<file path="src/source/camera_pkg.sv">
`default_nettype none

package camera_pkg;

  // chunk geometry
  localparam int PIXELS_PER_CHUNK = 8;
  localparam int PIXEL_W = 16;
  localparam int CHUNK_W = PIXELS_PER_CHUNK * PIXEL_W;

  // colour channel a threshold unit watches
  typedef enum logic [1:0] {
    CH_RED,
    CH_GREEN,
    CH_BLUE
  } channel_e;

  // 8-bit per channel colour
  typedef struct packed {
    logic [7:0] red;
    logic [7:0] green;
    logic [7:0] blue;
  } rgb_t;

  // inclusive limits for one channel
  typedef struct packed {
    logic [7:0] lower;
    logic [7:0] upper;
  } bounds_t;

  // one camera pixel with its position, data is RGB565
  typedef struct packed {
    logic              valid;
    logic [10:0]       hcount;
    logic [9:0]        vcount;
    logic [PIXEL_W-1:0] data;
  } pixel_t;

  // eight stacked pixels, last marks the end of a frame
  typedef struct packed {
    logic [CHUNK_W-1:0] data;
    logic               last;
  } chunk_t;

  // widen 5:6:5 fields to 8 bits by zero fill on the right
  function automatic rgb_t rgb_from_565(input logic [PIXEL_W-1:0] px);
    rgb_t c;
    c.red = {px[15:11], 3'b000};
    c.green = {px[10:5], 2'b00};
    c.blue = {px[4:0], 3'b000};
    return c;
  endfunction

endpackage

`default_nettype wire

</file>
<file path="src/source/pixel_reconstruct.sv">
`timescale 1ns/1ps
`default_nettype none

module pixel_reconstruct
  import camera_pkg::*;
  #(
  parameter int H_PIXELS = 1280,
  parameter int V_LINES = 720
  )
  (
  input wire        clk_camera,
  input wire        recent_reset,
  input wire [7:0]  cam_data_i,
  input wire        cam_pclk_i,
  input wire        cam_hsync_i,
  input wire        cam_vsync_i,
  output pixel_t    pix_o
  );

  // two flop synchronizers, data rides along with pclk
  logic [7:0] data_s1, data_s2;
  logic       pclk_s1, pclk_s2;
  logic       hs_s1, hs_s2;
  logic       vs_s1, vs_s2;

  always_ff @(posedge clk_camera) begin
    data_s1 <= cam_data_i;
    data_s2 <= data_s1;
    pclk_s1 <= cam_pclk_i;
    pclk_s2 <= pclk_s1;
    hs_s1 <= cam_hsync_i;
    hs_s2 <= hs_s1;
    vs_s1 <= cam_vsync_i;
    vs_s2 <= vs_s1;
  end

  // previous synchronized levels for edge detection
  logic pclk_d, hs_d, vs_d;
  logic pclk_rise, hs_fall, vs_rise;
  // a byte is taken on pclk rise inside the active part of a line
  logic byte_take;

  assign pclk_rise = pclk_s2 && !pclk_d;
  assign hs_fall = !hs_s2 && hs_d;
  assign vs_rise = vs_s2 && !vs_d;
  assign byte_take = pclk_rise && hs_s2;

  // phase 0 waits for the high byte, phase 1 for the low byte
  logic        phase_q;
  logic [10:0] hcount_q;
  logic [9:0]  vcount_q;
  logic        pix_valid_q;

  always_ff @(posedge clk_camera) begin
    if (recent_reset) begin
      pclk_d <= 1'b0;
      hs_d <= 1'b0;
      vs_d <= 1'b0;
      phase_q <= 1'b0;
      hcount_q <= '0;
      vcount_q <= '0;
      pix_valid_q <= 1'b0;
    end else begin
      pclk_d <= pclk_s2;
      hs_d <= hs_s2;
      vs_d <= vs_s2;
      // one cycle strobe when the low byte lands
      pix_valid_q <= byte_take && phase_q && !vs_rise;
      if (vs_rise) begin
        // new frame, everything back to origin
        phase_q <= 1'b0;
        hcount_q <= '0;
        vcount_q <= '0;
      end else if (hs_fall) begin
        // end of line
        phase_q <= 1'b0;
        hcount_q <= '0;
        vcount_q <= vcount_q + 1'b1;
      end else if (byte_take) begin
        phase_q <= !phase_q;
        if (phase_q) begin
          hcount_q <= hcount_q + 1'b1;
        end
      end
    end
  end

  // high byte holding and output payload
  logic [7:0]  hi_q;
  logic [15:0] pix_data_q;
  logic [10:0] pix_hcount_q;
  logic [9:0]  pix_vcount_q;

  always_ff @(posedge clk_camera) begin
    if (byte_take && !phase_q) begin
      hi_q <= data_s2;
    end
    if (byte_take && phase_q) begin
      pix_data_q <= {hi_q, data_s2};
      // position of this pixel, before the counter moves on
      pix_hcount_q <= hcount_q;
      pix_vcount_q <= vcount_q;
    end
  end

  assign pix_o.valid = pix_valid_q;
  assign pix_o.hcount = pix_hcount_q;
  assign pix_o.vcount = pix_vcount_q;
  assign pix_o.data = pix_data_q;

  // the camera must never deliver more pixels than the frame geometry allows
  a_pixel_in_frame : assert property (
    @(posedge clk_camera) disable iff (recent_reset)
    pix_o.valid |-> (pix_o.hcount < H_PIXELS) && (pix_o.vcount < V_LINES)
  );

endmodule

`default_nettype wire

</file>
<file path="src/source/channel_threshold.sv">
`timescale 1ns/1ps
`default_nettype none

module channel_threshold
  import camera_pkg::*;
  #(
  parameter channel_e CHANNEL = CH_RED
  )
  (
  input wire       clk_camera,
  input wire       recent_reset,
  input pixel_t    pix_i,
  input bounds_t   bounds_i,
  output logic     mask_o
  );

  rgb_t       rgb;
  logic [7:0] value;
  logic       in_range;

  // expand to 8 bits and pick the channel this unit watches
  always_comb begin
    rgb = rgb_from_565(pix_i.data);
    case (CHANNEL)
      CH_RED: value = rgb.red;
      CH_GREEN: value = rgb.green;
      default: value = rgb.blue;
    endcase
  end

  // both limits inclusive
  assign in_range = (value >= bounds_i.lower) && (value <= bounds_i.upper);

  // registered so the keyer sees it one cycle after the pixel
  always_ff @(posedge clk_camera) begin
    if (recent_reset) begin
      mask_o <= 1'b0;
    end else begin
      mask_o <= in_range;
    end
  end

endmodule

`default_nettype wire

</file>
<file path="src/source/chroma_key.sv">
`timescale 1ns/1ps
`default_nettype none

module chroma_key
  import camera_pkg::*;
  (
  input wire         clk_camera,
  input wire         recent_reset,
  input pixel_t      pix_i,
  input wire [2:0]   masks_i,
  input wire         key_enable_i,
  input wire [15:0]  key_color_i,
  output pixel_t     keyed_o
  );

  // pixel delayed by one cycle to line up with the registered masks
  logic               valid_q;
  logic [10:0]        hcount_q;
  logic [9:0]         vcount_q;
  logic [PIXEL_W-1:0] data_q;
  // pixel sits inside all three ranges
  logic               key_hit;

  always_ff @(posedge clk_camera) begin
    if (recent_reset) begin
      valid_q <= 1'b0;
    end else begin
      valid_q <= pix_i.valid;
    end
  end

  always_ff @(posedge clk_camera) begin
    hcount_q <= pix_i.hcount;
    vcount_q <= pix_i.vcount;
    data_q <= pix_i.data;
  end

  assign key_hit = key_enable_i && (&masks_i);

  // counts and valid pass through, only the colour is swapped
  always_comb begin
    keyed_o.valid = valid_q;
    keyed_o.hcount = hcount_q;
    keyed_o.vcount = vcount_q;
    if (key_hit) begin
      keyed_o.data = key_color_i;
    end else begin
      keyed_o.data = data_q;
    end
  end

endmodule

`default_nettype wire

</file>
<file path="src/source/stacker.sv">
`timescale 1ns/1ps
`default_nettype none

module stacker
  import camera_pkg::*;
  #(
  parameter int H_PIXELS = 1280,
  parameter int V_LINES = 720
  )
  (
  input wire      clk_camera,
  input wire      recent_reset,
  input pixel_t   pix_i,
  output chunk_t  chunk_o,
  output logic    chunk_valid_o,
  input wire      chunk_ready_i,
  output logic    overflow_o
  );

  localparam int FILL_W = $clog2(PIXELS_PER_CHUNK);

  // assembly side
  logic [FILL_W-1:0]  fill_q;
  logic [FILL_W-1:0]  fill_base;
  logic [CHUNK_W-1:0] asm_q;
  logic [CHUNK_W-1:0] shifted;
  logic               frame_start;
  logic               complete;
  logic               frame_end;
  // output side
  chunk_t             out_q;
  logic               out_valid_q;
  logic               overflow_q;
  logic               out_free;
  logic               load;

  always_comb begin
    // first pixel of a frame throws away any partial chunk
    frame_start = (pix_i.hcount == '0) && (pix_i.vcount == '0);
    fill_base = frame_start ? '0 : fill_q;
    complete = pix_i.valid && (fill_base == FILL_W'(PIXELS_PER_CHUNK - 1));
    frame_end = (pix_i.hcount == 11'(H_PIXELS - 1)) && (pix_i.vcount == 10'(V_LINES - 1));
    // new pixels enter at the top, so pixel 0 ends in the lowest bits
    shifted = {pix_i.data, asm_q[CHUNK_W-1:PIXEL_W]};
    // output slot is empty or being drained this cycle
    out_free = !out_valid_q || chunk_ready_i;
    load = complete && out_free;
  end

  always_ff @(posedge clk_camera) begin
    if (recent_reset) begin
      fill_q <= '0;
      out_valid_q <= 1'b0;
      overflow_q <= 1'b0;
    end else begin
      if (pix_i.valid) begin
        fill_q <= complete ? '0 : fill_base + 1'b1;
      end
      if (load) begin
        out_valid_q <= 1'b1;
      end else if (chunk_ready_i) begin
        out_valid_q <= 1'b0;
      end
      // chunk finished while the previous one is still held, drop it
      if (complete && !out_free) begin
        overflow_q <= 1'b1;
      end
    end
  end

  always_ff @(posedge clk_camera) begin
    if (pix_i.valid) begin
      asm_q <= shifted;
    end
    if (load) begin
      out_q.data <= shifted;
      out_q.last <= frame_end;
    end
  end

  assign chunk_o = out_q;
  assign chunk_valid_o = out_valid_q;
  assign overflow_o = overflow_q;

  // a held chunk may not change or vanish before the consumer takes it
  a_hold_stable : assert property (
    @(posedge clk_camera) disable iff (recent_reset)
    chunk_valid_o && !chunk_ready_i |=> chunk_valid_o && $stable(chunk_o)
  );

endmodule

`default_nettype wire

</file>
<file path="src/source/camera_capture_top.sv">
`timescale 1ns/1ps
`default_nettype none

module camera_capture_top
  import camera_pkg::*;
  #(
  parameter int H_PIXELS = 1280,
  parameter int V_LINES = 720
  )
  (
  input wire             clk_camera,
  input wire             recent_reset,
  // camera bus, asynchronous
  input wire [7:0]       cam_data_i,
  input wire             cam_pclk_i,
  input wire             cam_hsync_i,
  input wire             cam_vsync_i,
  // static configuration, one bounds entry per channel
  input bounds_t [2:0]   thresholds_i,
  input wire             key_enable_i,
  input wire [15:0]      key_color_i,
  // chunk stream
  output chunk_t         chunk_o,
  output logic           chunk_valid_o,
  input wire             chunk_ready_i,
  output logic           overflow_o
  );

  pixel_t     pix;
  pixel_t     keyed;
  logic [2:0] masks;

  pixel_reconstruct #(.H_PIXELS(H_PIXELS), .V_LINES(V_LINES)) pixel_reconstruct_inst (
    .clk_camera(clk_camera),
    .recent_reset(recent_reset),
    .cam_data_i(cam_data_i),
    .cam_pclk_i(cam_pclk_i),
    .cam_hsync_i(cam_hsync_i),
    .cam_vsync_i(cam_vsync_i),
    .pix_o(pix)
  );

  // one range check per colour, mask bit index follows channel_e
  for (genvar ch = 0; ch <= int'(CH_BLUE); ch++) begin : g_threshold
    channel_threshold #(.CHANNEL(channel_e'(ch))) threshold_inst (
      .clk_camera(clk_camera),
      .recent_reset(recent_reset),
      .pix_i(pix),
      .bounds_i(thresholds_i[ch]),
      .mask_o(masks[ch])
    );
  end

  chroma_key chroma_key_inst (
    .clk_camera(clk_camera),
    .recent_reset(recent_reset),
    .pix_i(pix),
    .masks_i(masks),
    .key_enable_i(key_enable_i),
    .key_color_i(key_color_i),
    .keyed_o(keyed)
  );

  stacker #(.H_PIXELS(H_PIXELS), .V_LINES(V_LINES)) stacker_inst (
    .clk_camera(clk_camera),
    .recent_reset(recent_reset),
    .pix_i(keyed),
    .chunk_o(chunk_o),
    .chunk_valid_o(chunk_valid_o),
    .chunk_ready_i(chunk_ready_i),
    .overflow_o(overflow_o)
  );

endmodule

`default_nettype wire

</file>
<file path="config.mk">
export PLATFORM = sky130hd
export DESIGN_NAME = camera_capture_top
export DESIGN_NICKNAME = d
export VERILOG_FILES = /design/src/source/camera_pkg.sv /design/src/source/pixel_reconstruct.sv /design/src/source/channel_threshold.sv /design/src/source/chroma_key.sv /design/src/source/stacker.sv /design/src/source/camera_capture_top.sv
export SDC_FILE = /design/constraint.sdc
export NUM_CORES = 1
export LEC_CHECK = 0
export BUFFER_PORTS_ARGS = -buffer_cell sky130_fd_sc_hd__buf_4
export CAP_MARGIN = 25
export CORE_MARGIN = 5
export CORE_UTILIZATION = 40
export CTS_CLUSTER_DIAMETER = 30
export DETAILED_ROUTE_END_ITERATION = 7
export GPL_TIMING_DRIVEN = 0
export PLACE_DENSITY = 0.63
export SLEW_MARGIN = 30
export SYNTH_ARGS = -nofsm -noshare
export SYNTH_HDL_FRONTEND = slang
export SYNTH_HIERARCHICAL = 1
export SYNTH_SLANG_ARGS = --single-unit
export TNS_END_PERCENT = 20
</file>
<file path="constraint.sdc">
create_clock -name clk_camera -period 7.1 [get_ports clk_camera]
set_input_delay 1.065 -clock clk_camera [delete_from_list [all_inputs] [get_ports clk_camera]]
set_output_delay 1.065 -clock clk_camera [all_outputs]
set_load 0.1 [all_outputs]
</file>
==> impl_metrics.env, run 1 <==
export IMPL_cap_violations=0
export IMPL_synth_edff_count=286
export IMPL_worstSetupStartpointType="register"
export IMPL_synth_area_mm2=0.0125
export IMPL_status="complete, no violations"
export IMPL_ys_flop_type="edfxtp_1"
export IMPL_reg2reg_depth=11
export IMPL_ir_drop_mv=0.173
export IMPL_row_count=64
export IMPL_synth_area_per_cell_um2=19.2
export IMPL_finalSetupViolCount=0
export IMPL_setup_tns_ps=0
export IMPL_antenna_violating_nets_post_route=0
export IMPL_rsz0062_at_grt="false"
export IMPL_arrival_ps=3150
export IMPL_regToRegSetupSlack_ps=4210
export IMPL_cts_resized=0
export IMPL_syn_nets=767
export IMPL_postCtsHoldBufs=0
export IMPL_final_hold_viol_count=0
export IMPL_grt_max_degree=86
export IMPL_ys_async_sr_fraction=0
export IMPL_required_ps=7360
export IMPL_finClkSkew_ps=26.7
export IMPL_gp_congestion=0.762
export IMPL_clockPowerShare=0.574
export IMPL_period_share=0.407
export IMPL_clkTransAtPathRegs_ps=50
export IMPL_synth_area_leaders="edfxtp_1, dfxtp_1, ha_1, mux2_4, inv_1"
export IMPL_dpl_hpwl_um=16300
export IMPL_p_per_area_mw_per_mm2=334
export IMPL_initial_core_util=0.408
export IMPL_switching_power_w=0.00125
export IMPL_power_leakage_nw=6.58
export IMPL_synth_top_area_frac=0.685
export IMPL_min_path_cells=0
export IMPL_fin_nets=1058
export IMPL_core_area_mm2=0.0307
export IMPL_min_period_ps=2890
export IMPL_whs_ps=324
export IMPL_ys_types=47
export IMPL_clock_sinks=380
export IMPL_num_fill_cells=2415
export IMPL_drc=0
export IMPL_synth_top_area_cell="edfxtp_1"
export IMPL_ioPinCount=210
export IMPL_drive_gt1_frac=0.378
export IMPL_die_area_mm2=0.0350
export IMPL_first_pass_iters=4
export IMPL_wirelength_um=23800
export IMPL_antenna_cells=0
export IMPL_tightest_slew_ps=757
export IMPL_clockBufferDepth=3
export IMPL_overflow=0
export IMPL_cts_buffers_inserted=73
export IMPL_critPathCaptureType="register"
export IMPL_ctsHtreeMaxLevel=3
export IMPL_grt_pass1_vias=6868
export IMPL_combPwrFrac=0.013
export IMPL_vias=6536
export IMPL_seq_power_share=0.413
export IMPL_area_delta_synth_final_pct=37.8
export IMPL_viasPerCell=4.67
export IMPL_worstSkewPairLatency_ps=570
export IMPL_grtUsageTotal=0.136
export IMPL_yosysWarnings=6
export IMPL_max_freq_mhz=346
export IMPL_grt_pass1_wl_um=37500
export IMPL_layout_common_cells="edfxtp_1, buf_4, dfxtp_1"
export IMPL_final_common_cell="edfxtp_1"
export IMPL_die_w_um=187
export IMPL_cts_tree="yes"
export IMPL_seq_area_frac_synth=0.835
export IMPL_io_buffers=209
export IMPL_critPathKind="register to register"
export IMPL_finalMaxSlewViolations=0
export IMPL_worstPathMaxFanout=23
export IMPL_post_cts_buffers=0
export IMPL_antenna_found_initial=1
export IMPL_root_buffer="clkbuf_16"
export IMPL_routedWlPerCell_um=17.0
export IMPL_power_internal_w=0.00454
export IMPL_drtIter0Drc=382
export IMPL_hold_path_class="register to register"
export IMPL_ys_ff_latch=380
export IMPL_relSlewSlack=0.495
export IMPL_synthCells=652
export IMPL_netSwitchingFraction=0.215
export IMPL_die_h_um=187
[logic make-up (layout without fill, tap and decap cells)]
logic type | count (synthesis) | count (layout) | synth area share
simple gates | 104 | 104 | 0.0555
compound gates | 60 | 60 | 0.0339
mux | 22 | 22 | 0.0221
xor+xnor | 4 | 4 | 0.00279
fa+ha+maj | 36 | 36 | 0.0359
buf+inv | 46 | 398 | 0.0151
flops | 380 | 380 | 0.835
[cells in the mapped netlist (all sizes together) (6+ instances only)]
| cell type | instances |
|---|---|
| or4 | 10 |
| nand2 | 14 |
| nor4 | 9 |
| edfxtp | 286 |
| mux2i | 6 |
| o31ai | 9 |
| nor2 | 17 |
| nand3 | 9 |
| ha | 36 |
| a21oi | 27 |
| nand4 | 11 |
| inv | 39 |
| nor2b | 8 |
| dfxtp | 94 |
| mux2 | 16 |
| o21ai | 6 |
[worst max-delay path, cell delays in order, from the launching register on]
cell and delay [ps]:
dfxtp_1 390, nor4_1 70, and4_1 210, a21boi_1 160, ha_1 160, ha_1 220, nand2_1 120, nor2_4 440
buf_16 240, buf_16 180, buf_16 180, buf_16 190
[state kept, by name (all words and copies together), names as in the netlist, 3 cells and up]
| signal | flops |
|---|---|
| chroma_key_inst/vcount_q | 10 |
| chroma_key_inst/data_q | 16 |
| stacker_inst/chunk_o | 129 |
| stacker_inst/asm_q | 112 |
| pixel_reconstruct_inst/hcount_q | 11 |
| chroma_key_inst/hcount_q | 11 |
| pixel_reconstruct_inst/pix_data_q | 16 |
| pixel_reconstruct_inst/data_s2 | 8 |
| stacker_inst/fill_q | 3 |
| g_threshold.threshold_inst/mask_o | 3 |
| pixel_reconstruct_inst/data_s1 | 8 |
| pixel_reconstruct_inst/vcount_q | 10 |
| pixel_reconstruct_inst/hi_q | 8 |
| pixel_reconstruct_inst/pix_vcount_q | 10 |
| pixel_reconstruct_inst/pix_hcount_q | 11 |
[layer usage]
layer	track usage	wire, µm	vias up
met2	0.225	12100	211
met5	0	7	-
met1	0.164	9730	3142
met3	0.0384	1330	54
met4	0.0640	651	2
li1	-	-	3127
[per-stage QoR]
step,setup slack (ps),utilization,instances,cell area (µm²),total power [W]
finish,4210,0.562,1400,17300,0.00578
global route,4020,0.562,1400,17300,0.00599
CTS,4150,0.562,1400,17300,0.00586
detailed placement,4180,0.482,1264,14800,0.00251
global placement,-68.1,0.475,1257,14600,0.00251
floorplan,2000,-,652,12500,0.00246
[worst paths after layout]
kind / startpoint / end
max: chroma_key_inst/hcount_q[2] / stacker_inst/chunk_o[85]
min: pixel_reconstruct_inst/data_s1[4] / pixel_reconstruct_inst/data_s2[4]
max reg2reg: chroma_key_inst/hcount_q[2] / stacker_inst/chunk_o[85]
min reg2reg: pixel_reconstruct_inst/data_s1[4] / pixel_reconstruct_inst/data_s2[4]
[power by group through the flow]
stage	combinational, W	clock [W]	sequential, W
after floorplan	0.0000328	0	0.00243
after global placement	0.0000769	0	0.00243
after detailed placement	0.0000784	0	0.00243
after CTS	0.0000788	0.00339	0.00239
after global routing	0.0000865	0.00352	0.00239
final	0.0000770	0.00332	0.00239
[area by class of cell]
| type | instances | area, µm² | share of cell area |
|---|---|---|---|
| clock buffer | 79 | 1860 | 0.108 |
| buffer | 7 | 50.0 | 0.00289 |
| multi-input combinational | 226 | 1890 | 0.109 |
| inverter | 39 | 146 | 0.00847 |
| sequential | 380 | 10500 | 0.606 |
| timing repair buffer | 216 | 1760 | 0.102 |
| clock inverter | 57 | 616 | 0.0356 |
| tap | 396 | 495 | 0.0287 |
Power figures use the tool's default switching activity.
==> inputs of run 2 (changes only) <==
==> constraint.sdc (replaced) <==
create_clock -name clk_camera -period 2.34 [get_ports clk_camera]
set_input_delay 0.351 -clock clk_camera [delete_from_list [all_inputs] [get_ports clk_camera]]
set_output_delay 0.351 -clock clk_camera [all_outputs]
set_load 0.1 [all_outputs]
==> impl_metrics.env, run 2 (synthesis gave the netlist of run 1 again) <==
export IMPL_finalMaxSlewViolations=0
export IMPL_drive_gt1_frac=0.394
export IMPL_clock_sinks=380
export IMPL_io_buffers=209
export IMPL_layout_common_cells="edfxtp_1, buf_4, dfxtp_1"
export IMPL_grt_pass1_wl_um=38200
export IMPL_wirelength_um=24400
export IMPL_postLayoutCoreUtil=0.575
export IMPL_finClkSkew_ps=28.5
export IMPL_initial_core_util=0.408
export IMPL_grtUsageTotal=0.138
export IMPL_path_buf_inv=1
export IMPL_clockBufferDepth=3
export IMPL_startpoint="chroma_key_inst/hcount_q[8]"
export IMPL_crit_path_cell_trace="or4_4, nor2_4, a21boi_2, ha_2, ha_4, buf_6, or4b_1, o21ai_1, a21o_1"
export IMPL_ir_drop_mv=0.630
export IMPL_overflow=0
export IMPL_clkTransAtPathRegs_ps=50
export IMPL_root_buffer="clkbuf_16"
export IMPL_final_common_cell="edfxtp_1"
export IMPL_critPathKind="register to register"
export IMPL_row_count=64
export IMPL_design_area_mm2=0.0177
export IMPL_critPathMaxStageDelay_ps=560
export IMPL_die_area_mm2=0.0350
export IMPL_worstSetupStartpointType="register"
export IMPL_grt_pass1_vias=7047
export IMPL_grt_max_degree=121
export IMPL_finalSetupViolCount=0
export IMPL_final_hold_viol_count=0
export IMPL_viasPerCell=4.61
export IMPL_ctsHtreeMaxLevel=3
export IMPL_antenna_cells=0
export IMPL_first_pass_iters=6
export IMPL_regArea_mm2=0.0105
export IMPL_p_per_area_mw_per_mm2=1020
export IMPL_ioPinCount=210
export IMPL_period_share=0.978
export IMPL_core_area_mm2=0.0307
export IMPL_antenna_violating_nets_post_route=0
export IMPL_placed_area_mm2=0.0148
export IMPL_cts_buffers_inserted=77
export IMPL_gp_congestion=0.751
export IMPL_tightest_slew_ps=953
export IMPL_critPathCaptureType="register"
export IMPL_r2r_start="chroma_key_inst/hcount_q[8]"
export IMPL_multi_input_area_mm2=0.00193
export IMPL_num_fill_cells=2329
export IMPL_required_ps=2840
export IMPL_power_leakage_nw=6.76
export IMPL_largest_register_ffs=129
export IMPL_arrival_ps=2790
export IMPL_hold_path_class="primary input to register"
export IMPL_antenna_found_initial=0
export IMPL_vias=6573
export IMPL_fin_nets=1081
export IMPL_relSlewSlack=0.365
export IMPL_cp_slowest_cell="or4_4"
export IMPL_rsz0062_at_grt="true"
export IMPL_routedWlPerCell_um=17.1
export IMPL_worstPathMaxFanout=4
export IMPL_drc=0
export IMPL_die_w_um=187
export IMPL_drtIter0Drc=360
export IMPL_dpl_hpwl_um=15900
export IMPL_status="complete, no violations"
export IMPL_cts_tree="yes"
export IMPL_area_delta_synth_final_pct=40.9
export IMPL_worstSkewPairLatency_ps=560
export IMPL_min_period_ps=2290
export IMPL_cap_violations=0
export IMPL_max_freq_mhz=437
export IMPL_hp_start="key_color_i[8]"
export IMPL_die_h_um=187
export IMPL_crit_family="simple AND/OR/NAND/NOR gates"
[run 2: cell type report]
class	instances	area share
timing repair buffer	235	0.111
tap	396	0.0280
clock inverter	57	0.0338
buffer	7	0.00283
inverter	39	0.00828
multi-input combinational	226	0.109
clock buffer	85	0.114
sequential	380	0.593
[run 2: worst paths after layout]
| check | to | slack (ps) | depth (start not counted) |
|---|---|---|---|
| max | stacker_inst/fill_q[0] | 50 | 9 |
| max reg2reg | stacker_inst/fill_q[0] | 50 | 9 |
| min | stacker_inst/chunk_o[121] | 100 | 2 |
| min reg2reg | pixel_reconstruct_inst/data_s2[4] | 320 | 0 |
[run 2: stage by stage]
stage	total power, W	hold WS [ps]	TNS (ps)	setup slack, ps	instances
final	0.0181	97.7	0	51.4	1425
after global routing	0.0187	72.4	-108	-26.1	1425
after CTS	0.0183	59.8	0	8.48	1426
after detailed placement	0.00761	312	-37970	-641	1263
after global placement	0.00761	312	-307230	-2360	1257
after floorplan	0.00747	310	-150340	-1170	652
[run 2: layer usage]
layer | track usage | up-vias | share of wire
li1 | - | 3166 | -
met3 | 0.0383 | 48 | 0.055
met5 | 0 | - | 0
met4 | 0.0594 | 0 | 0.022
met1 | 0.167 | 3150 | 0.42
met2 | 0.233 | 209 | 0.51
[run 2: what timing repair did]
item                                    4_1_cts  5_1_grt
hold buffers                                 11        0
cloned                                        2        0
pin swaps                                     5        5
endpoints found under the setup margin      116       58
gates resized for setup                      11        4
setup buffers                                 9        0
hold endpoints to repair                     11        0
[run 2: where the power goes]
group          internal [W]  leakage [nW]  total (W)  switching [W]
clock network       0.00678          1.26     0.0106        0.00381
registers           0.00722          3.33    0.00725      0.0000232
logic              0.000147          2.17   0.000248       0.000101
